$ cat src/stream_buf_pkg.sv
package stream_buf_pkg;

	// ##################################################
	// Memory geometry
	// ##################################################
	localparam int FEAT_W        = 16;
	localparam int ADDR_W        = 15;
	localparam int FEATURE_DEPTH = 24200;

	// ##################################################
	// Window scan
	// ##################################################
	localparam int WIN_TAPS     = 3;
	localparam int TAP_STRIDE   = 2;          // Words between taps
	localparam int WIN_CHANNELS = 2;
	localparam int POS_STRIDE   = WIN_TAPS * WIN_CHANNELS;
	localparam int POS_COUNT    = 1444;
	localparam int POS_W        = 11;

	// Addr to data through feature_ram
	localparam int READ_LATENCY = 4;

	// Consumer flow control
	localparam int CREDIT_MAX = 4;
	localparam int CREDIT_W   = 3;

	typedef logic [FEAT_W-1:0] feature_t;

	typedef struct packed {
		logic              en;
		logic [ADDR_W-1:0] addr;
		feature_t          data;
	} ram_wr_t;

	typedef struct packed {
		feature_t f0;                          // From buffer 0
		feature_t f1;                          // From buffer 1
	} feature_pair_t;

	typedef struct packed {
		logic [1:0]       tap;
		logic             channel;
		logic [POS_W-1:0] position;
	} win_pos_t;

endpackage

$ cat src/result_ingest.sv
`timescale 1ns/1ps

module result_ingest import stream_buf_pkg::*; (
	input  logic              clk,
	input  logic              i_reset,
	input  logic              i_wen,
	input  logic [ADDR_W-1:0] i_waddr,
	input  feature_t          i_pool,
	input  feature_t          i_eltwise,
	input  logic              i_eltwise_sel,
	output ram_wr_t           o_wr
);

	feature_t wdata;

	assign wdata = i_eltwise_sel ? i_eltwise : i_pool;

	always_ff @(posedge clk) begin
		if (i_reset) begin
			o_wr.en <= 1'b0;
		end else begin
			o_wr.en <= i_wen;
		end
	end

	// Payload follows the enable by the same edge
	always_ff @(posedge clk) begin
		o_wr.addr <= i_waddr;
		o_wr.data <= wdata;
	end

endmodule

$ cat config.mk
export PLATFORM = sky130hd
export DESIGN_NAME = result_ingest
export DESIGN_NICKNAME = d
export VERILOG_FILES = /design/src/stream_buf_pkg.sv /design/src/result_ingest.sv
export SDC_FILE = /design/constraint.sdc
export NUM_CORES = 1
export LEC_CHECK = 0
export BUFFER_PORTS_ARGS = -buffer_cell sky130_fd_sc_hd__buf_2
export CELL_PAD_IN_SITES_DETAIL_PLACEMENT = 0
export CELL_PAD_IN_SITES_GLOBAL_PLACEMENT = 1
export CORE_MARGIN = 1.5
export CORE_UTILIZATION = 23
export CTS_CLUSTER_SIZE = 20
export DETAILED_ROUTE_END_ITERATION = 8
export HOLD_SLACK_MARGIN = 0.03
export PLACE_DENSITY = 0.75
export RECOVER_POWER = 100
export SYNTH_ARGS = -nofsm -noshare
export SYNTH_HDL_FRONTEND = slang
export SYNTH_SLANG_ARGS = --single-unit
export TNS_END_PERCENT = 20
$ cat constraint.sdc
create_clock -name clk -period 0.8 [get_ports clk]
set_input_delay 0.16 -clock clk [delete_from_list [all_inputs] [get_ports clk]]
set_output_delay 0.16 -clock clk [all_outputs]
set_load 0.1 [all_outputs]
==> run summary, run 1 <==
Synth Area in Compound Gates: 0%
CTS H-tree lvls: 2
Final GP Congestion: 0.614
I/O pin count: 83
critical path startpoint category: flip-flop
fmax: 1.06 GHz
Fillers: 313
largest net degree at the start of global routing: 11
Largest delay share family, worst path: flip-flops
Iter 0 DRT Violations: 7
die width: 65.4 um
total power: 4.48 mW
initial antenna violation count: 0
vias per std cell: 3.74
crit path kind: reg -> out
Crit. Startpoint: o_wr[25]
commonest non-fill, non-tap cell in the layout: buf_2
failing checks: negative setup slack
register area share after synthesis: 71.5%
Synth Area in Adders: 0%
Yosys cell types: 6
XOR/XNOR Fraction of Synth Area: 0%
Sink Count: 32
Initial Util: 24.3%
Die ar.: 4280 um^2
layout cells sized above 1: 83.3%
Final period util: 118%
total gr overflow: 0
largest reg by FF count: o_wr
hpwl dp: 1.91 mm
Simple-Gate Fraction of Synth Area: 0.698%
WP data arrival: 790 ps
detailed-route DRC error count: 0
CP Capture Type: output pin
first-pass GRT wire length: 3.55 mm
DP Cell Count: 181
# Max-Cap Violations: 0
worst path bufs/invs: 1
max incr delay on CP: 350 ps
Bufs on Longest Clock Path: 2
multiplexer share of the synthesized area: 24.3%
Slew HR: 81.8%
max FFs per register: 32
fin crit period: 947 ps
Worst-path clk slew: 60 ps
count of input and output buffers: 82
Max Slew Vio Count: 0
syn_area_per_cell: 17.6 um^2
Hold Vio Cnt, Final: 0
final setup fails: 32
status: finished with violations
total number of vias: 762
worst path required time: 640 ps
Cell Area, Synth: 896 um^2
Mapped Nets: 102
worst hold path type: in -> reg
NumNets Final: 206
DP Area: 1870 um^2
register bit total from synthesis: 32
root buf cell: clkbuf_8
number of global-route vias before repair: 847
Leakage: 0.960 nW
most frequent cells in the layout: 48 x buf_2, 32 x dfxtp_2, 32 x buf_12
non-filler cells, final: 204
Tightest Pin Transition: 273 ps
setup ws final: -147 ps
GR Util All Layers: 11.5%
CTS tree: done
CP cell instances: buf_12
Max VDD drop: 1300 uV
final non-filler cell area: 2080 um^2
P per Cell Area: 2160 nW/um^2
RSZ-0062 raised after global routing: yes
total CTS buffers: 5
Rows: 22
Antenna Cells: 0
YS warnings: 0
final WL: 2.32 mm
Routed Antenna Nets: 0
wire length per cell: 11.4 um
cell count after synthesis: 51
largest family of logic cells by synthesized area: multiplexers
biggest registers after layout: o_wr x32
Core Box Area: 3690 um^2
Worst path slowest cell: dfxtp_2
die height: 65.4 um
DRT Pass-1 Iters: 2
HP Start: i_reset
Synth-to-Final Area Change: 132%
critical path fanouts, max: 1
kinds of logic after synthesis:
group                  after synthesis
DFF                                 32
buffers and inverters                2
and+or+nand+nor                      1
muxes                               16
final cells by class:
type / count / area (um^2) / share of cell area (%)
clock buffers: 8 / 90.1 / 4.33
multi-input cells: 17 / 198 / 9.51
flip-flops and latches: 32 / 681 / 32.8
well taps: 48 / 60.1 / 2.89
repair buffers: 99 / 1050 / 50.5
path summary, 6_finish.rpt:
check | end | slack, ps | cells past startpoint
setup / recovery | o_wr[25] | -150 | 1
hold / removal | o_wr[31] | 40 | 2
where the power goes:
| group | internal, mW | leakage [nW] | switching [mW] |
|---|---|---|---|
| clock | 0.699 | 0.0455 | 0.479 |
| sequential | 1.73 | 0.270 | 0.0863 |
| combinational | 0.593 | 0.644 | 0.898 |
what timing repair did:
| item | in CTS | in global routing |
|---|---|---|
| gates resized for setup | 24 | 0 |
| endpoints found under the setup margin | 32 | 32 |
| hold buffers | 15 | 0 |
| endpoints found under the hold margin | 15 | 0 |
| buffers inserted | 0 | 0 |
| pin swaps | 0 | 0 |
| gates cloned | 0 | 0 |
synthesized netlist by cell type (all sizes together):
| library cell | count | share of area (%) |
|---|---|---|
| dfxtp | 32 | 72 |
| buf | 2 | 3.5 |
| nor2b | 1 | 0.70 |
| mux2 | 16 | 24 |
metrics by stage:
stage / TNS, ps / hold slack, ps / worst slack (ps) / utilization, %
final: -4260 / 39.9 / -147 / 56.3
after global routing: -5350 / 33.3 / -183 / 56.3
after CTS: -4710 / 34.2 / -163 / 57.9
after detailed placement: -1160 / 264 / -82.9 / 50.6
after global placement: -905 / 263 / -60.7 / 50.6
after floorplan: -6630 / 188 / -269 / -
routing by layer:
| layer | up-vias | global-route usage (%) | wire length, um |
|---|---|---|---|
| met1 | 334 | 10.2 | 805 |
| met2 | 52 | 21.8 | 1240 |
| met3 | 2 | 6.34 | 261 |
| met5 | - | 0 | 0 |
| met4 | 0 | 3.91 | 16 |
| li1 | 374 | - | - |
(Power assumes the default switching activity.)
==> run 2, diff against run 1 <==
CORE_UTILIZATION = 27   (was 23)
PLACE_DENSITY = 0.83   (was 0.75)
SLEW_MARGIN = 20   (was not set)
clock period = 1.2 ns   (was 0.8 ns; I/O delays follow)
==> run summary, run 2 (same netlist as run 1, synthesis figures left out) <==
Worst path slowest cell: dfxtp_1
DRT Pass-1 Iters: 5 (+3)
WP data arrival: 900 ps (+110 ps)
die width: 60.6 um (-7.4%)
Iter 0 DRT Violations: 20 (+13)
# Max-Cap Violations: 0 (unchanged)
Antenna Cells: 0 (unchanged)
Max Slew Vio Count: 0 (unchanged)
P per Cell Area: 1550 nW/um^2 (-28%)
root buf cell: clkbuf_4
number of global-route vias before repair: 794 (-6.3%)
Crit. Startpoint: o_wr[16]
max incr delay on CP: 350 ps (about the same)
CP Capture Type: output pin
DP Area: 1830 um^2 (-1.9%)
Worst-path clk slew: 90 ps (+30 ps)
GR Util All Layers: 13.5% (+2.0 points)
Leakage: 0.839 nW (-13%)
CTS H-tree lvls: 2 (unchanged)
Fillers: 299 (-4.5%)
status: finished clean
biggest registers after layout: o_wr x32
count of input and output buffers: 82 (unchanged)
largest net degree at the start of global routing: 17 (+6)
wire length per cell: 12.6 um (+10%)
Final period util: 94.6%
most frequent cells in the layout: 50 x buf_2, 32 x dfxtp_1, 30 x buf_6
total gr overflow: 0 (unchanged)
Final GP Congestion: 0.608 (-0.85%)
Hold Vio Cnt, Final: 0 (unchanged)
Largest delay share family, worst path: flip-flops
multi-input gate area in the final layout: 190 um^2 (-3.8%)
dpl ws: 220 ps (+302 ps)
Routed Antenna Nets: 0 (unchanged)
final WL: 2.49 mm (+7.2%)
largest reg by FF count: o_wr
Slew HR: 72.9% (-9.0 points)
Core Box Area: 3100 um^2 (-16%)
Initial Util: 28.9% (+4.6 points)
initial antenna violation count: 0 (unchanged)
commonest non-fill, non-tap cell in the layout: buf_2
setup ws final: 64.5 ps (+212 ps)
worst path bufs/invs: 1 (unchanged)
final non-filler cell area: 1730 um^2 (-17%)
crit path kind: reg -> out
Synth-to-Final Area Change: 93.0%
fmax: 0.881 GHz
setup bufs post-CTS: 0 (unchanged)
critical path fanouts, max: 1 (unchanged)
max FFs per register: 32 (unchanged)
total power: 2.68 mW (-40%)
Max VDD drop: 672 uV (-48%)
vias per std cell: 3.88 (+3.8%)
I/O pin count: 83 (unchanged)
first-pass GRT wire length: 3.48 mm (-1.9%)
Tightest Pin Transition: 407 ps (+135 ps)
worst hold path type: in -> reg
CP cell instances: buf_6
Total Neg Setup Slack: 0 ps (+4260 ps)
detailed-route DRC error count: 0 (unchanged)
CTS tree: done
RSZ-0062 raised after global routing: no
critical path startpoint category: flip-flop
die height: 60.6 um (-7.4%)
worst path required time: 960 ps (+320 ps)
HP Start: i_reset
Die ar.: 3670 um^2 (-14%)
Bufs on Longest Clock Path: 2 (unchanged)
FF+latch area: 641 um^2 (-5.9%)
Sink Count: 32 (unchanged)
layout cells sized above 1: 63.0% (-20 points)
total number of vias: 768 (+0.79%)
fin crit period: 1140 ps
NumNets Final: 205 (-0.49%)
Rows: 20 (-9.1%)
total CTS buffers: 5 (unchanged)
final setup fails: 0 (-100%)
-- run 2: report_power, final --
part | internal [mW] | switching, mW
logic | 0.260 | 0.600
registers | 1.13 | 0.0338
clock network | 0.332 | 0.321
total | 1.73 | 0.954
-- run 2: per-stage QoR --
step,instances,hold WS (ps),util (%)
global placement,176,343,59.0
global route,198,58.5,55.7
detailed placement,176,344,59.0
CTS,198,70.4,65.9
floorplan,51,268,-
finish,198,81.8,55.7
-- run 2: path summary, 6_finish.rpt --
kind | end | slack [ps] | depth (start not counted)
worst max-delay path | o_wr[16] | 60 | 1
worst min-delay path | o_wr[31] | 80 | 2
-- run 2: layer usage --
layer  vias to the layer above  global-route usage [%]  wire length, um
li1                        373                       -                -
met1                       338                    12.7              859
met2                        55                    25.2             1320
met3                         2                    6.61              292
met4                         0                    4.66               19
met5                         -                       0                0
-- run 2: final cells by class --
class                      count  area share (%)
tap                           44            3.18
multi-input combinational     17            11.0
clock buffer                   7            3.76
sequential                    32            37.0
timing repair buffer          98            45.0
-- run 2: what timing repair did --
action,4_1_cts,5_1_grt
hold endpoints to repair,15,0
hold buffers,15,0
gates resized for setup,0,0
