## src/stream_buf_pkg.sv

```systemverilog
package stream_buf_pkg;

	// ##################################################
	// Memory geometry
	// ##################################################
	localparam int FEAT_W        = 16;
	localparam int ADDR_W        = 15;
	localparam int FEATURE_DEPTH = 24200;

	// ##################################################
	// Window scan
	// ##################################################
	localparam int WIN_TAPS     = 3;
	localparam int TAP_STRIDE   = 2;          // Words between taps
	localparam int WIN_CHANNELS = 2;
	localparam int POS_STRIDE   = WIN_TAPS * WIN_CHANNELS;
	localparam int POS_COUNT    = 1444;
	localparam int POS_W        = 11;

	// Addr to data through feature_ram
	localparam int READ_LATENCY = 4;

	// Consumer flow control
	localparam int CREDIT_MAX = 4;
	localparam int CREDIT_W   = 3;

	typedef logic [FEAT_W-1:0] feature_t;

	typedef struct packed {
		logic              en;
		logic [ADDR_W-1:0] addr;
		feature_t          data;
	} ram_wr_t;

	typedef struct packed {
		feature_t f0;                          // From buffer 0
		feature_t f1;                          // From buffer 1
	} feature_pair_t;

	typedef struct packed {
		logic [1:0]       tap;
		logic             channel;
		logic [POS_W-1:0] position;
	} win_pos_t;

endpackage

```

## src/window_addr_gen.sv

```systemverilog
`timescale 1ns/1ps

module window_addr_gen import stream_buf_pkg::*; (
	input  logic              clk,
	input  logic              i_reset,
	input  logic              i_step,
	input  logic              i_clear,
	output logic [ADDR_W-1:0] o_raddr,
	output win_pos_t          o_pos
);

	logic [ADDR_W-1:0] base;
	logic [ADDR_W-1:0] offset;
	win_pos_t          pos;

	logic tap_wrap;
	logic chan_wrap;
	logic last_pos;

	assign tap_wrap  = (pos.tap == 2'(WIN_TAPS - 1));
	assign chan_wrap = (pos.channel == 1'(WIN_CHANNELS - 1));
	assign last_pos  = (pos.position == POS_W'(POS_COUNT - 1));

	always_ff @(posedge clk) begin
		if (i_reset || i_clear) begin
			base   <= '0;
			offset <= '0;
			pos    <= '0;
		end else if (i_step) begin
			if (tap_wrap && chan_wrap && last_pos) begin
				base   <= '0;                        // End of pass
				offset <= '0;
				pos    <= '0;
			end else if (tap_wrap && chan_wrap) begin
				base         <= base + ADDR_W'(POS_STRIDE - 1);
				offset       <= '0;
				pos.tap      <= '0;
				pos.channel  <= 1'b0;
				pos.position <= pos.position + 1'b1;
			end else if (tap_wrap) begin
				base        <= base + 1'b1;          // Next interleaved channel
				offset      <= '0;
				pos.tap     <= '0;
				pos.channel <= pos.channel + 1'b1;
			end else begin
				offset  <= offset + ADDR_W'(TAP_STRIDE);
				pos.tap <= pos.tap + 1'b1;
			end
		end
	end

	assign o_raddr = base + offset;
	assign o_pos   = pos;

endmodule

```

## config.mk

```make
export PLATFORM = sky130hd
export DESIGN_NAME = window_addr_gen
export DESIGN_NICKNAME = d
export VERILOG_FILES = /design/src/stream_buf_pkg.sv /design/src/window_addr_gen.sv
export SDC_FILE = /design/constraint.sdc
export NUM_CORES = 1
export LEC_CHECK = 0
export BUFFER_PORTS_ARGS = -buffer_cell sky130_fd_sc_hd__buf_4
export CAP_MARGIN = 15
export CORE_ASPECT_RATIO = 1.4
export CORE_MARGIN = 1
export CORE_UTILIZATION = 58
export CTS_BUF_LIST = sky130_fd_sc_hd__clkbuf_4
export DETAILED_ROUTE_END_ITERATION = 7
export GPL_TIMING_DRIVEN = 0
export PLACE_DENSITY_LB_ADDON = 0.1
export SLEW_MARGIN = 30
export SYNTH_ARGS = -nofsm -noshare
export SYNTH_HDL_FRONTEND = slang
export SYNTH_SLANG_ARGS = --single-unit
```

## constraint.sdc

```tcl
create_clock -name clk -period 5.1 [get_ports clk]
set_input_delay 0.51 -clock clk [delete_from_list [all_inputs] [get_ports clk]]
set_output_delay 0.51 -clock clk [all_outputs]
set_load 0.01 [all_outputs]
```

==> results.yml, run 1 <==
timing:
  period_share_pct: 58.6
  fin_crit_ns: 2.99
  relSlewSlack_pct: 63.2
  finalSetupViolations: 0
  rsz0062_at_grt: "no"
  worst_pin_slew_ns: 0.548
  setup_ws_ns: 2.11
  drv_slew: 0
  finalClockSkew_ns: 0.00958
  tns_ns: 0
  finalHoldViolCount: 0
  fmax_mhz: 335
route:
  routed_wl_um: 5090
  vias: 2107
  initialDrtViolationCount: 50
  drt_pass1_iterations: 6
  via_per_inst: 5.60
  routedWlPerCell_um: 13.5
  drc: 8
  antenna_left: 0
die:
  die_w_um: 57.3
  ioPinCount: 33
  core_area_um2: 4020
  start_util_pct: 61.8
  rows: 27
  die_h_um: 79.4
  die-area_um2: 4550
synth:
  synth_cells: 293
  yosys_warnings: 0
  synth.distinct_cells: 45
  yosysSeqAreaShare_pct: 34.7
  synth_most_common_cell: "nor2_1"
  yosys-top-cells-area: "dfxtp_1 (35%), xnor2_1 (9.2%), ha_1 (8.6%)"
  synth_top_area_share_pct: 34.7
  ys.flop_type: "dfxtp_1"
  synth-edff-count: 0
  async_reset_ff_share_pct: 0
  ys_seq_elements: 43
  syn_area_um2: 2480
  synth.avg_cell_area_um2: 8.48
  synthTopCellsByCount: "nor2_1 (53), dfxtp_1 (43), xnor2_1 (26)"
  yosys.area.top_type: "dfxtp_1"
  synthesis.nets: 314
power:
  power.total_mw: 0.534
  p_leak_nw: 1.14
  p_per_area_nw_per_um2: 188
  vdd_drop_max_v: 0.000144
clock_tree:
  clk_latency_ns: 0.35
  post-cts-setup-buffers: 0
  holdBufCountCts: 0
  cts-root-buf: "clkbuf_4"
  htreeDepth: 2
  cts_resized: 0
  cts_made_buffers: 5
  cts_tree: "built"
  cts_num_sinks: 43
  clk_path_buf_depth: 2
  path_clk_slew_ns: 0.12
global_routing:
  grt_pass1_wl_um: 8460
  grt_max_degree: 13
  grt-ovfl-total: 0
  grt_antenna_before_repair: 0
  track_usage_pct: 24.2
  grt_pass1_vias: 1984
place:
  place_ws_ns: 2.52
  io_buffer_count: 32
  routabilityCongestion: 0.854
  hpwl_um: 4000
setup_path:
  required_ns: 4.59
  crit_slowest_cell: "a211oi_1"
  critical_path.max_fanout: 5
  r2r_start: "o_pos[12]"
  critPathLaunch: "offset[2]"
  startpoint_type: "flop"
  crit_arrival_ns: 2.48
  end_kind: "primary output"
  path_cells: "ha_1 > a211oi_1 > o31ai_1 > a21oi_1 > a21o_1 > xnor2_1 > buf_4"
  cpPeakStageDelay_ns: 0.42
  path_class: "flop to primary output"
outcome:
  violations: "DRC"
  status: "complete, but fails checks"
worst_hold_path:
  worstHoldPathType: "input pin to flop"
  holdCritStartpoint: "i_reset"
layout:
  utilization_pct: 70.5
  diodes: 0
  drive_gt1_share_pct: 16.2
  area_delta_synth_final_pct: 14.2
  fin_nets: 353
  final.fill_count: 349
run:
  max_cap_viol_count: 0
registers in the layout, summed over array words and instances (netlist names):
signal     count
base          15
offset        14
o_pos         13
chan_wrap      1
per-layer routing:
| metal | part of all wire [%] | routed length (um) | vias up | global-route usage, % |
|---|---|---|---|---|
| met5 | 0 | 0 | - | 0 |
| met4 | 2.7 | 135 | 0 | 13.2 |
| met3 | 3.2 | 163 | 10 | 3.89 |
| met2 | 52 | 2670 | 47 | 45.5 |
| met1 | 42 | 2120 | 966 | 25.1 |
| li1 | - | - | 1084 | - |
area by class of cell:
type / count / area, um2 / share of cell area [%]
Buffer: 8 / 53.8 / 1.90
Sequential cell: 43 / 861 / 30.4
Clock inverter: 1 / 5.00 / 0.177
Multi-Input combinational cell: 236 / 1550 / 54.5
Tap cell: 43 / 53.8 / 1.90
Inverter: 6 / 22.5 / 0.794
Timing Repair Buffer: 32 / 240 / 8.47
Clock buffer: 7 / 52.6 / 1.85
metrics by stage:
step / hold WS, ns / cells / area, um2
finish: 0.465 / 376 / 2840
global route: 0.482 / 376 / 2840
CTS: 0.454 / 376 / 2840
detailed placement: 0.493 / 368 / 2780
global placement: 0.491 / 368 / 2780
floorplan: 0.474 / 293 / 2480
final timing paths:
check                           depth (start not counted)           to  slack (ns)
worst min-delay path                                    4     o_pos[1]        0.47
worst min register to register                          1      base[2]        0.52
worst max-delay path                                    7  o_raddr[12]        2.11
worst max register to register                          8     base[13]        2.78
kinds of logic after synthesis:
family / share of synthesized area, %
xor gates and xnor gates: 16.6
DFF: 34.7
muxes: 1.21
adders and majority gates: 8.56
and+or+nand+nor: 26.9
buffers and inverters: 3.07
AOI/OAI and AO/OA: 9.02
power by group:
group	leakage [nW]	switching (mW)	internal, mW	total (mW)
Combinational	0.756	0.0149	0.00969	0.0246
Clock	0.0361	0.106	0.0645	0.171
Sequential	0.347	0.00183	0.337	0.339
Total	1.14	0.123	0.411	0.534
critical path, delay by kind of cell (launching register included):
family / cells / cell delay [ns]
XOR/XNOR: 1 / 0.12
flip-flops: 1 / 0.37
adder cells (fa/ha/maj): 1 / 0.34
AO/OA/AOI/OAI: 4 / 1.15
buffers and inverters: 1 / 0.14
placed cells by master (no fill, tap or decap), drive strengths merged, types with 4 or more instances in the layout:
master and count:
o21ai 8, ha 17, nor2b 5, and3 4
buf 37, dfxtp 43, and4 4, nor3 11
nand2b 4, nand3 10, nor2 58, clkbuf 10
xnor2 26, nand2 15, a21oi 14, nand4 8
inv 6, xor2 21
Note: power is estimated with default switching activity, not from simulation.
==> run 2, diff against run 1 <==
clock period = 2.8 ns   (was 5.1 ns; I/O delays follow)
==> run 2 against run 1 <==
The flow still finishes with violations (DRC). Final cell count stayed put. Sequential cell count stayed put. Sequential share of layout area is 0.094 points lower. Via count is 0.76% lower. Die area stayed put. Combinational power is 83% higher. Register-to-register slack worse by 2.3 ns. Non-clock buffer count stayed put. Clock skew hardly changed. Routed wire length hardly changed. Setup slack worse by 1.9 ns. Count of clock-buffer cells in the layout stayed put. Largest power group unchanged. Highest routed layer unchanged.
==> results.yml, run 2 (synthesis results as in run 1) <==
timing:
  hold-worst-slack_ns: 0.235
  drv_slew: 0
  relSlewSlack_pct: 63.2
  tns_ns: 0
  worst_pin_slew_ns: 0.547
  rsz0062_at_grt: "no"
  fin_crit_ns: 2.57
  period_share_pct: 91.6
  finalClockSkew_ns: 0.00930
  finalSetupViolations: 0
  finalHoldViolCount: 0
  setup_ws_ns: 0.234
  fmax_mhz: 390
setup_path:
  path_cells: "ha_1 > o21ai_0 > o31ai_1 > a21oi_2 > a21o_1 > a211oi_1 > buf_4"
  crit_cells: 7
  startpoint_type: "flop"
  crit_arrival_ns: 2.29
  cpPeakStageDelay_ns: 0.39
  reg2reg_slack_ns: 0.48
  r2r_cells: 8
  path_buf_inv: 1
  crit_slowest_cell: "dfxtp_1"
  end_kind: "primary output"
  required_ns: 2.52
  cp_top_family: "compound AO/OA/AOI/OAI gates"
  path_class: "flop to primary output"
  critical_path.max_fanout: 6
worst_hold_path:
  min_path_cells: 4
  worstHoldPathType: "input pin to flop"
route:
  drc: 8
  routedWlPerCell_um: 13.5
  via_per_inst: 5.56
  routed_wl_um: 5090
  antenna_left: 0
  drt_pass1_iterations: 6
  initialDrtViolationCount: 49
  vias: 2091
layout:
  regMostFlops: "base"
  drive_gt1_share_pct: 16.8
  final_cell_mix: "nor2_1 (53), dfxtp_1 (43), buf_4 (34)"
  largest_register_ffs: 15
  layout.cells.non_filler: 376
  diodes: 0
  final_common_cell: "nor2_1"
  fin_nets: 353
  area_delta_synth_final_pct: 14.5
place:
  dp_cells: 368
  io_buffer_count: 32
  routabilityCongestion: 0.854
  hpwl_um: 4000
  place_ws_ns: 0.455
clock_tree:
  post-cts-setup-buffers: 0
  holdBufCountCts: 0
  cts_tree: "built"
  path_clk_slew_ns: 0.13
  cts_made_buffers: 5
  htreeDepth: 2
  cts_num_sinks: 43
  cts_resized: 0
  clk_path_buf_depth: 2
  clk_latency_ns: 0.36
  cts-root-buf: "clkbuf_4"
die:
  start_util_pct: 61.8
  die-area_um2: 4550
  die_w_um: 57.3
  rows: 27
  core_area_um2: 4020
  ioPinCount: 33
  die_h_um: 79.4
global_routing:
  grt_antenna_before_repair: 0
  grt_pass1_vias: 1984
  track_usage_pct: 24.2
  grt_pass1_wl_um: 8460
  grt-ovfl-total: 0
  grt_max_degree: 13
outcome:
  status: "complete, but fails checks"
  violations: "DRC"
power:
  power.total_mw: 0.975
  p_leak_nw: 1.14
  vdd_drop_max_v: 0.000285
  p_per_area_nw_per_um2: 343
run:
  max_cap_viol_count: 0
[run 2: cell counts in the layout (fill, tap and decap cells not counted)]
Identical to the previous run, type by type.
[run 2: power by group]
part           total [mW]  leakage, nW  internal (mW)  switching [mW]
Clock               0.313       0.0361          0.118           0.195
Combinational      0.0449        0.757         0.0177          0.0272
Sequential          0.617        0.347          0.614         0.00336
[run 2: tightest hold or removal path: cells and delay by family]
family | cells | cell delay (ns)
AO/OA/AOI/OAI | 1 | 0.07
buffers and inverters | 1 | 0.08
AND/OR/NAND/NOR | 2 | 0.12
[run 2: final timing paths]
kind | startpoint | endpoint
max | base[3] | o_raddr[14]
min | i_reset | o_pos[1]
max reg2reg | o_pos[12] | base[13]
min reg2reg | base[2] | base[2]
[run 2: final cells by class]
cell class                      instances  area [um2]
Multi-Input combinational cell        236        1560
Timing Repair Buffer                   32         240
Buffer                                  8        53.8
Clock buffer                            7        52.6
Clock inverter                          1        5.00
Inverter                                6        22.5
Sequential cell                        43         861
Fill cell                             346        1180
Tap cell                               43        53.8
[run 2: per-stage QoR]
stage	instance area, um2	utilization (%)
6_report	2840	70.7
3_5_place_dp	2780	69.1
4_1_cts	2840	70.5
3_3_place_gp	2780	69.1
5_1_grt	2840	70.7
2_1_floorplan	2480	-
[run 2: metal layers]
metal	wire length (um)	up-vias	track usage, %
met2	2640	46	45.5
li1	-	1085	-
met4	150	0	13.2
met5	0	-	0
met1	2130	948	25.1
met3	165	12	3.89
