--- src/stream_buf_pkg.sv ---
package stream_buf_pkg;

	// ##################################################
	// Memory geometry
	// ##################################################
	localparam int FEAT_W        = 16;
	localparam int ADDR_W        = 15;
	localparam int FEATURE_DEPTH = 24200;

	// ##################################################
	// Window scan
	// ##################################################
	localparam int WIN_TAPS     = 3;
	localparam int TAP_STRIDE   = 2;          // Words between taps
	localparam int WIN_CHANNELS = 2;
	localparam int POS_STRIDE   = WIN_TAPS * WIN_CHANNELS;
	localparam int POS_COUNT    = 1444;
	localparam int POS_W        = 11;

	// Addr to data through feature_ram
	localparam int READ_LATENCY = 4;

	// Consumer flow control
	localparam int CREDIT_MAX = 4;
	localparam int CREDIT_W   = 3;

	typedef logic [FEAT_W-1:0] feature_t;

	typedef struct packed {
		logic              en;
		logic [ADDR_W-1:0] addr;
		feature_t          data;
	} ram_wr_t;

	typedef struct packed {
		feature_t f0;                          // From buffer 0
		feature_t f1;                          // From buffer 1
	} feature_pair_t;

	typedef struct packed {
		logic [1:0]       tap;
		logic             channel;
		logic [POS_W-1:0] position;
	} win_pos_t;

endpackage

--- src/stream_ctrl.sv ---
`timescale 1ns/1ps

module stream_ctrl import stream_buf_pkg::*; (
	input  logic     clk,
	input  logic     i_reset,
	input  logic     i_start,
	input  logic     i_credit_return,
	input  win_pos_t i_pos,
	output logic     o_step,
	output logic     o_clear,
	output logic     o_feat_valid,
	output logic     o_done
);

	logic                busy;
	logic [CREDIT_W-1:0] credit_cnt;
	logic                issue;
	logic                last_read;

	logic [READ_LATENCY-1:0] valid_sr;   // Issue flags in flight
	logic [READ_LATENCY-1:0] last_sr;    // Marks the final read of a pass

	// ##################################################
	// Issue decision
	// ##################################################
	assign issue = busy && (credit_cnt != '0);

	assign last_read = (i_pos.position == POS_W'(POS_COUNT - 1))
		&& (i_pos.channel == 1'(WIN_CHANNELS - 1))
		&& (i_pos.tap == 2'(WIN_TAPS - 1));

	assign o_step  = issue;
	assign o_clear = i_start && !busy;     // Restart scan at address 0

	always_ff @(posedge clk) begin
		if (i_reset) begin
			busy <= 1'b0;
		end else if (o_clear) begin
			busy <= 1'b1;
		end else if (issue && last_read) begin
			busy <= 1'b0;
		end
	end

	// ##################################################
	// Credits
	// ##################################################
	always_ff @(posedge clk) begin
		if (i_reset) begin
			credit_cnt <= CREDIT_W'(CREDIT_MAX);
		end else begin
			credit_cnt <= credit_cnt - CREDIT_W'(issue) + CREDIT_W'(i_credit_return);
		end
	end

	// ##################################################
	// Read pipeline tracking
	// ##################################################
	always_ff @(posedge clk) begin
		if (i_reset) begin
			valid_sr <= '0;
			last_sr  <= '0;
		end else begin
			valid_sr <= {valid_sr[READ_LATENCY-2:0], issue};
			last_sr  <= {last_sr[READ_LATENCY-2:0], issue && last_read};
		end
	end

	always_ff @(posedge clk) begin
		if (i_reset) begin
			o_done <= 1'b0;
		end else begin
			o_done <= last_sr[READ_LATENCY-1];   // Cycle after last beat
		end
	end

	assign o_feat_valid = valid_sr[READ_LATENCY-1];

endmodule

--- config.mk ---
export PLATFORM = sky130hd
export DESIGN_NAME = stream_ctrl
export DESIGN_NICKNAME = d
export VERILOG_FILES = /design/src/stream_buf_pkg.sv /design/src/stream_ctrl.sv
export SDC_FILE = /design/constraint.sdc
export NUM_CORES = 1
export LEC_CHECK = 0
export BUFFER_PORTS_ARGS = -buffer_cell sky130_fd_sc_hd__buf_4
export CAP_MARGIN = 20
export CORE_AREA = 2 2 39 41
export DETAILED_ROUTE_END_ITERATION = 16
export DIE_AREA = 0 0 41 43
export GPL_ROUTABILITY_DRIVEN = 0
export SYNTH_ARGS = -nofsm -noshare
export SYNTH_HDL_FRONTEND = slang
export SYNTH_SLANG_ARGS = --single-unit
--- constraint.sdc ---
create_clock -name clk -period 3.7 [get_ports clk]
set_clock_uncertainty 0.1 [all_clocks]
set_input_delay 0.555 -clock clk [delete_from_list [all_inputs] [get_ports clk]]
set_output_delay 0.555 -clock clk [all_outputs]
set_load 0.01 [all_outputs]
==> results of run 1 <==
-- state kept, by name, summed over array words and instances, names as in the netlist --
| register | count |
|---|---|
| o_done | 1 |
| busy | 1 |
| credit_cnt | 3 |
| valid_sr | 4 |
| last_sr | 4 |
-- where the power goes --
| group | internal (W) | switching, W |
|---|---|---|
| registers | 0.000156 | 0.0000123 |
| clock network | 0.0000417 | 0.0000440 |
| logic | 0.0000477 | 0.0000367 |
-- worst reg2reg max path, cell delays in order (launching register included) --
cell	delay [ps]
dfxtp_1	350
o31ai_1	430
inv_1	130
ha_1	310
inv_1	50
ha_1	120
inv_1	60
fa_1	380
xor2_1	170
xnor2_1	140
nand2_1	70
-- layer usage --
layer	routed length, um	share of wire (%)	GRT usage [%]
met1	351	42	15.18
met2	383	46	17.81
met3	100	12	7.853
met4	0	0	4.000
met5	0	0	0
-- area by class of cell --
cell class	instances	area, um2
clock buffer	4	26.28
fill	132	706.9
inverter	5	18.77
multi-input combinational	25	193.9
sequential	13	260.3
tap	16	20.02
timing repair buffer	21	157.7
-- cells by family after synthesis --
logic type / count (synthesis) / synth area share, %
AND/OR/NAND/NOR: 18 / 23.62
adder cells (fa/ha/maj): 3 / 9.448
flip-flops: 13 / 54.59
XOR/XNOR: 2 / 3.675
buffers and inverters: 6 / 4.724
AO/OA/AOI/OAI: 2 / 3.937
-- cells in the final DEF (no fill, tap or decap) --
master,Yosys,final
o31ai_1,1,1
xor2_1,1,1
nor2_1,2,2
nor3_1,1,1
or4_4,1,1
nand2_1,2,2
clkbuf_4,0,3
ha_1,2,2
inv_1,5,5
nand4b_1,2,2
xnor2_1,1,1
fa_1,1,1
o221a_1,1,1
clkbuf_1,1,1
dfxtp_1,13,13
nor2b_1,9,9
or4_1,1,1
buf_4,0,21
-- final timing paths --
path,startpoint,to,slack [ps],cells after the start
max,credit_cnt[1],credit_cnt[2],1290,10
min,last_sr[2],last_sr[3],340,1
max reg2reg,credit_cnt[1],credit_cnt[2],1290,10
min reg2reg,last_sr[2],last_sr[3],340,1
-- per-stage QoR --
step / utilization, % / hold slack [ps] / total power, W / setup slack (ps)
after global routing: 48.92 / 359.7 / 0.0003627 / 1053
after global placement: 47.02 / 317.5 / 0.0002515 / 1363
final: 48.92 / 339.5 / 0.0003383 / 1287
after detailed placement: 47.02 / 325.0 / 0.0002574 / 1303
after floorplan: - / 313.8 / 0.0002244 / 1431
after CTS: 48.92 / 343.3 / 0.0003445 / 1282
==> flow_metrics.env, run 1 <==
export IMPL_status="finished, final reports clean"
export IMPL_diodes=0
export IMPL_fin_cells=84
export IMPL_coreArea_um2=1384
export IMPL_vias=378
export IMPL_clkSlewWorstSetupHoldPaths_ps=80
export IMPL_ys_seq_area_share_pct=54.59
export IMPL_synthesis_nets=65
export IMPL_drt_first_pass_iters=4
export IMPL_min_path_type="flop to flop"
export IMPL_finalCritPeriodShare_pct=65.21
export IMPL_cp_arrival_ps=2480
export IMPL_layout_drive_gt1_share_pct=36.76
export IMPL_viasPerCell=4.500
export IMPL_critPathBufInv=3
export IMPL_dpl_cell_area_um2=650.6
export IMPL_synth_area_leaders="dfxtp_1, nor2b_1, ha_1, fa_1, inv_1"
export IMPL_cts_sinks=13
export IMPL_grt_pass1_vias=382
export IMPL_timing_final_max_slew_violations=0
export IMPL_layout_min_cycle_time_ps=2413
export IMPL_fp_dieW_um=41
export IMPL_yosysTopAreaCellShare_pct=54.59
export IMPL_fmax_ghz=0.4145
export IMPL_synth_largest_area_cell="dfxtp_1"
export IMPL_ys_types=16
export IMPL_cts_resized=0
export IMPL_synth_ff_type="dfxtp_1"
export IMPL_cp_start_kind="flop"
export IMPL_dieHeight_um=43
export IMPL_cts_tree="done"
export IMPL_synthCells=44
export IMPL_cts_root_buf="clkbuf_4"
export IMPL_power_density_nw_per_um2=499.7
export IMPL_max_cap_viol_count=0
export IMPL_ys_ff_latch=13
export IMPL_drt_initial_drc_count=1
export IMPL_setup_viol=0
export IMPL_ant_nets=0
export IMPL_antenna_found_initial=0
export IMPL_hold_buffers=0
export IMPL_core_rowCount=14
export IMPL_placement_io_buffers=21
export IMPL_synth_avg_cell_area_um2=10.83
export IMPL_critPathCaptureType="flop"
export IMPL_drc_errors=0
export IMPL_yosysWarnings=0
export IMPL_yosys_top_cells_count="dfxtp_1, nor2b_1, inv_1"
export IMPL_insertion_delay_ps=270
export IMPL_die_area_um2=1763
export IMPL_dp_hpwl_um=654.3
export IMPL_critPathTopFamily="adder cells"
export IMPL_track_usage_pct=12.55
export IMPL_routedWlPerCell_um=9.952
export IMPL_rsz0062_at_grt="false"
export IMPL_finalHoldViolCount=0
export IMPL_drt_total_wl_um=836
export IMPL_fin_area_um2=676.9
export IMPL_crit_type="flop to flop"
export IMPL_fin_nets=90
export IMPL_grt_pass1_wl_um=1455
export IMPL_ios=22
export IMPL_relSlewSlack_pct=67.52
export IMPL_crit_top_cell="inv_1"
export IMPL_fin_tns_setup_ps=0
export IMPL_syn2layout_area_growth_pct=41.99
export IMPL_overflow=0
export IMPL_synth_most_common_cell="dfxtp_1"
export IMPL_htreeDepth=1
export IMPL_required_ps=3770
export IMPL_cpMaxStageDelayCell="o31ai_1"
export IMPL_p_leak_nw=0.3176
export IMPL_grt_max_degree=13
export IMPL_path_max_fanout=4
export IMPL_syn_area_um2=476.7
export IMPL_clockBufferDepth=2
export IMPL_cts_buffers=3
export IMPL_slowest_delay_ps=430
export IMPL_path_cells="o31ai_1 -> inv_1 -> ha_1 -> inv_1 -> ha_1 -> inv_1 -> fa_1 -> xor2_1 -> xnor2_1 -> nand2_1"
export IMPL_vdd_drop_max_mv=0.3430
export IMPL_synth_edff_count=0
export IMPL_post_cts_buffers=0
export IMPL_start_util_pct=34.45
export IMPL_synthArstFlopShare_pct=0
export IMPL_dp_cells=80
export IMPL_worst_pin_slew_ps=483.1
Power figures use the tool's default switching activity.
==> run 2: changes to the inputs <==
PLACE_DENSITY = 0.66   (was default)
clock period = 2.2 ns   (was 3.7 ns; I/O delays follow)
==> flow_metrics.env, run 2 (synthesized netlist as in run 1, its figures left out) <==
export IMPL_status="finished, final reports clean"
export IMPL_ant_nets=0
export IMPL_met2_usage_pct=16.25
export IMPL_layout_drive_gt1_share_pct=46.48
export IMPL_p_leak_nw=0.3329
export IMPL_min_path_type="input pin to flop"
export IMPL_final_cell_mix="buf_4, dfxtp_1, nor2b_1"
export IMPL_hold_depth=2
export IMPL_final_common_cell="buf_4"
export IMPL_crit_type="flop to flop"
export IMPL_max_cap_viol_count=0
export IMPL_worst_pin_slew_ps=200.4
export IMPL_placement_io_buffers=21
export IMPL_combPwrFrac_pct=29.9
export IMPL_seq_power_share_pct=47.7
export IMPL_reg_top3="last_sr (4), valid_sr (4), credit_cnt (3)"
export IMPL_clockBufferDepth=2
export IMPL_grt_pass1_wl_um=1269
export IMPL_cts_buffers=3
export IMPL_multi_input_area_um2=217.7
export IMPL_fp_dieW_um=41
export IMPL_grt_max_degree=13
export IMPL_drc_errors=0
export IMPL_die_area_um2=1763
export IMPL_finalCritPeriodShare_pct=93.19
export IMPL_place_ws_ps=64.39
export IMPL_drt_first_pass_iters=3
export IMPL_core_rowCount=14
export IMPL_clkSlewWorstSetupHoldPaths_ps=70
export IMPL_use_met1_pct=11.76
export IMPL_switching_share_pct=27.23
export IMPL_ios=22
export IMPL_grtUsageMet3_pct=5.236
export IMPL_worst_slack_ps=149.7
export IMPL_viasPerCell=4.517
export IMPL_cp_start_kind="flop"
export IMPL_power_density_nw_per_um2=853.6
export IMPL_drt_total_wl_um=789
export IMPL_p_clk_share_pct=22.5
export IMPL_start_util_pct=34.45
export IMPL_insertion_delay_ps=270
export IMPL_layout_min_cycle_time_ps=2050
export IMPL_path_max_fanout=2
export IMPL_setup_viol=0
export IMPL_required_ps=2270
export IMPL_fmax_ghz=0.4877
export IMPL_register_area_um2=264.0
export IMPL_routedWlPerCell_um=9.069
export IMPL_finalHoldViolCount=0
export IMPL_fin_nets=93
export IMPL_hold_buffers=0
export IMPL_cts_tree="done"
export IMPL_vias=393
export IMPL_overflow=0
export IMPL_vdd_drop_max_mv=0.6956
export IMPL_drt_initial_drc_count=4
export IMPL_r2r_cells=10
export IMPL_diodes=0
export IMPL_dp_hpwl_um=626.5
export IMPL_fin_tns_setup_ps=0
export IMPL_internal_power_w=0.0004515
export IMPL_htreeDepth=1
export IMPL_syn2layout_area_growth_pct=52.49
export IMPL_fillerInstances=142
export IMPL_cp_arrival_ps=2120
export IMPL_cts_root_buf="clkbuf_4"
export IMPL_timing_final_max_slew_violations=0
export IMPL_top_usage_layer="met2"
export IMPL_p_sw_w=0.0001690
export IMPL_track_usage_pct=10.80
export IMPL_relSlewSlack_pct=86.64
export IMPL_rsz0062_at_grt="false"
export IMPL_antenna_found_initial=0
export IMPL_grt_pass1_vias=367
export IMPL_cts_sinks=13
export IMPL_p_total_w=0.0006205
export IMPL_critPathCaptureType="flop"
export IMPL_coreArea_um2=1384
export IMPL_dieHeight_um=43
run 2: area by class of cell:
class / count / area share (%)
tap: 16 / 2.754
clock buffer: 4 / 3.614
timing repair buffer: 24 / 24.78
inverter: 5 / 2.582
sequential: 13 / 36.32
multi-input combinational: 25 / 29.95
run 2: repair_timing:
action	4_1_cts	5_1_grt
buffers inserted	0	2
resized for setup	0	6
setup endpoints to repair	0	1
run 2: per-stage QoR:
step | hold WS (ps) | area (um2) | std cells | utilization (%)
after floorplan | 301.6 | 481.7 | 44 | -
after global placement | 319.3 | 663.1 | 81 | 47.92
after detailed placement | 327.6 | 663.1 | 81 | 47.92
after CTS | 198.1 | 689.4 | 85 | 49.82
after global routing | 203.5 | 726.9 | 87 | 52.53
final | 198.0 | 726.9 | 87 | 52.53
run 2: per-layer routing:
layer / share of wire, % / vias up / routed length, um
met5: 0 / - / 0
met4: 0 / 0 / 0
met3: 12 / 0 / 95
met2: 46 / 22 / 360
met1: 42 / 177 / 332
li1: - / 194 / -
run 2: final timing paths:
path / slack, ps / to / startpoint
worst max-delay path: 150 / credit_cnt[2] / credit_cnt[0]
worst min-delay path: 200 / credit_cnt[1] / i_reset
worst max register to register: 150 / credit_cnt[2] / credit_cnt[0]
worst min register to register: 340 / valid_sr[2] / valid_sr[1]
run 2: worst max-delay path, cell delays in order, from the launching register on:
cell and delay, ps:
dfxtp_1 340, o31ai_4 260, inv_2 60, ha_1 280, inv_1 50, ha_1 130, inv_1 50, fa_2 340
xor2_2 150, xnor2_1 130, nand2_1 60
run 2: power groups by stage:
stage                     combinational [W]  sequential, W  clock, W
final                              0.000185       0.000296  0.000140
after global routing               0.000215       0.000300  0.000154
after CTS                          0.000141       0.000287  0.000146
after detailed placement           0.000142       0.000291         0
after global placement             0.000135       0.000292         0
after floorplan                   0.0000943       0.000288         0
==> run 3: changes to the inputs <==
--- a/config.mk
+++ b/config.mk
@@ -7,3 +7,2 @@
 export LEC_CHECK = 0
-export BUFFER_PORTS_ARGS = -buffer_cell sky130_fd_sc_hd__buf_4
 export CAP_MARGIN = 20
@@ -12,4 +11,3 @@
 export DIE_AREA = 0 0 41 43
-export GPL_ROUTABILITY_DRIVEN = 0
-export PLACE_DENSITY = 0.66
+export DONT_BUFFER_PORTS = 1
 export SYNTH_ARGS = -nofsm -noshare
==> constraint.sdc (replaced) <==
create_clock -name clk -period 2.2 [get_ports clk]
set_clock_uncertainty 0.1 [all_clocks]
set_input_delay 0.11 -clock clk [delete_from_list [all_inputs] [get_ports clk]]
set_output_delay 0.11 -clock clk [all_outputs]
set_load 0.01 [all_outputs]
==> flow_metrics.env, run 3 (synthesized netlist as in run 1, its figures left out) <==
export IMPL_dieHeight_um=43
export IMPL_track_usage_pct=10.73
export IMPL_dp_hpwl_um=488.1
export IMPL_drt_total_wl_um=857
export IMPL_path_max_fanout=2
export IMPL_seq_power_share_pct=49.1
export IMPL_drt_first_pass_iters=2
export IMPL_grt_pass1_wl_um=1207
export IMPL_insertion_delay_ps=270
export IMPL_setup_viol=0
export IMPL_switching_share_pct=28.48
export IMPL_diodes=0
export IMPL_fin_util_pct=47.47
export IMPL_fp_dieW_um=41
export IMPL_final_cell_mix="dfxtp_1, nor2b_1, dlygate4sd3_1"
export IMPL_status="complete, but fails checks"
export IMPL_p_sw_w=0.0001694
export IMPL_power_density_nw_per_um2=905.2
export IMPL_overflow=0
export IMPL_finalCritPeriodShare_pct=95.58
export IMPL_core_rowCount=14
export IMPL_cts_root_buf="clkbuf_4"
export IMPL_min_path_type="input pin to flop"
export IMPL_fin_hold_ws_ps=-7.618
export IMPL_viasPerCell=4.737
export IMPL_clkSlewWorstSetupHoldPaths_ps=70
export IMPL_rrSetupSlack_ps=100
export IMPL_cts_buffers=3
export IMPL_combPwrFrac_pct=26.7
export IMPL_timing_final_max_slew_violations=0
export IMPL_grt_pass1_vias=327
export IMPL_p_leak_nw=0.2677
export IMPL_finalHoldViolCount=1
export IMPL_p_clk_share_pct=24.2
export IMPL_routedWlPerCell_um=11.28
export IMPL_worst_pin_slew_ps=426.6
export IMPL_drt_initial_drc_count=1
export IMPL_crit_type="flop to flop"
export IMPL_critPathCaptureType="flop"
export IMPL_gp_congestion=0.5605
export IMPL_antenna_found_initial=0
export IMPL_coreArea_um2=1384
export IMPL_vias=360
export IMPL_placement_io_buffers=0
export IMPL_violations="negative hold slack"
export IMPL_layout_drive_gt1_share_pct=20.00
export IMPL_drc_errors=0
export IMPL_die_area_um2=1763
export IMPL_fin_nets=82
export IMPL_clockBufferDepth=2
export IMPL_final_common_cell="dfxtp_1"
export IMPL_cp_start_kind="flop"
export IMPL_cts_sinks=13
export IMPL_start_util_pct=34.45
export IMPL_vdd_drop_max_mv=0.5441
export IMPL_ant_nets=0
export IMPL_relSlewSlack_pct=71.47
export IMPL_grt_max_degree=13
export IMPL_max_cap_viol_count=0
export IMPL_fillerInstances=130
export IMPL_fmax_ghz=0.4756
export IMPL_syn2layout_area_growth_pct=37.80
export IMPL_cp_arrival_ps=2180
export IMPL_internal_power_w=0.0004253
export IMPL_reg_top3="last_sr (4), valid_sr (4), credit_cnt (3)"
export IMPL_ios=22
export IMPL_layout_min_cycle_time_ps=2103
export IMPL_cts_tree="done"
export IMPL_htreeDepth=1
export IMPL_required_ps=2270
==> run 3: area by class of cell <==
class,instances,area [um2],share of cell area (%)
sequential,13,261.5,39.81
multi-input combinational,25,210.2,32.00
timing repair buffer,13,120.1,18.29
clock buffer,4,26.28,4.000
tap,16,20.02,3.048
inverter,5,18.77,2.857
==> run 3: worst paths after layout <==
kind                 startpoint             to  depth (start not counted)
setup reg to reg  credit_cnt[1]  credit_cnt[2]                         10
hold / removal        i_pos[10]     last_sr[0]                          3
hold reg to reg     valid_sr[1]    valid_sr[2]                          1
setup / recovery  credit_cnt[1]  credit_cnt[2]                         10
==> run 3: routing by layer <==
layer  part of all wire (%)  vias to the layer above  track usage, %  wire, um
li1                       -                      173               -         -
met1                     37                      161           10.56       314
met2                     54                       24           16.56       459
met3                    9.3                        2           9.424        80
met4                   0.47                        0           2.000         4
met5                      0                        -               0         0
==> run 3: repair_timing <==
item,4_1_cts,5_1_grt
buffers inserted,0,1
setup endpoints to repair,0,1
endpoints found under the hold margin,13,1
resized for setup,0,4
hold buffers,8,1
==> run 3: power groups by stage <==
stage | Sequential (W) | Clock (W) | Combinational, W
floorplan | 0.000288 | 0 | 0.0000943
global placement | 0.000285 | 0 | 0.000132
detailed placement | 0.000284 | 0 | 0.000133
CTS | 0.000279 | 0.000150 | 0.000148
global route | 0.000295 | 0.000162 | 0.000187
finish | 0.000292 | 0.000144 | 0.000159
==> run 3: stage by stage <==
| stage | TNS [ps] | total power (W) | area (um2) | setup slack [ps] | instances |
|---|---|---|---|---|---|
| floorplan | 0 | 0.0003818 | 481.7 | 15.92 | 44 |
| global placement | 0 | 0.0004167 | 520.5 | 74.57 | 62 |
| detailed placement | 0 | 0.0004165 | 520.5 | 80.17 | 62 |
| CTS | 0 | 0.0005767 | 626.9 | 51.29 | 74 |
| global route | -30.62 | 0.0006448 | 656.9 | -30.62 | 76 |
| finish | 0 | 0.0005946 | 656.9 | 97.26 | 76 |
==> run 3: worst max-delay path, cell delays in order, from the launching register on <==
cell and delay, ps:
dfxtp_2 340, o31ai_4 270, inv_2 60, ha_1 280, inv_1 50, ha_1 120
inv_1 50, fa_2 330, xor2_1 190, xnor2_1 140, nand2_1 60
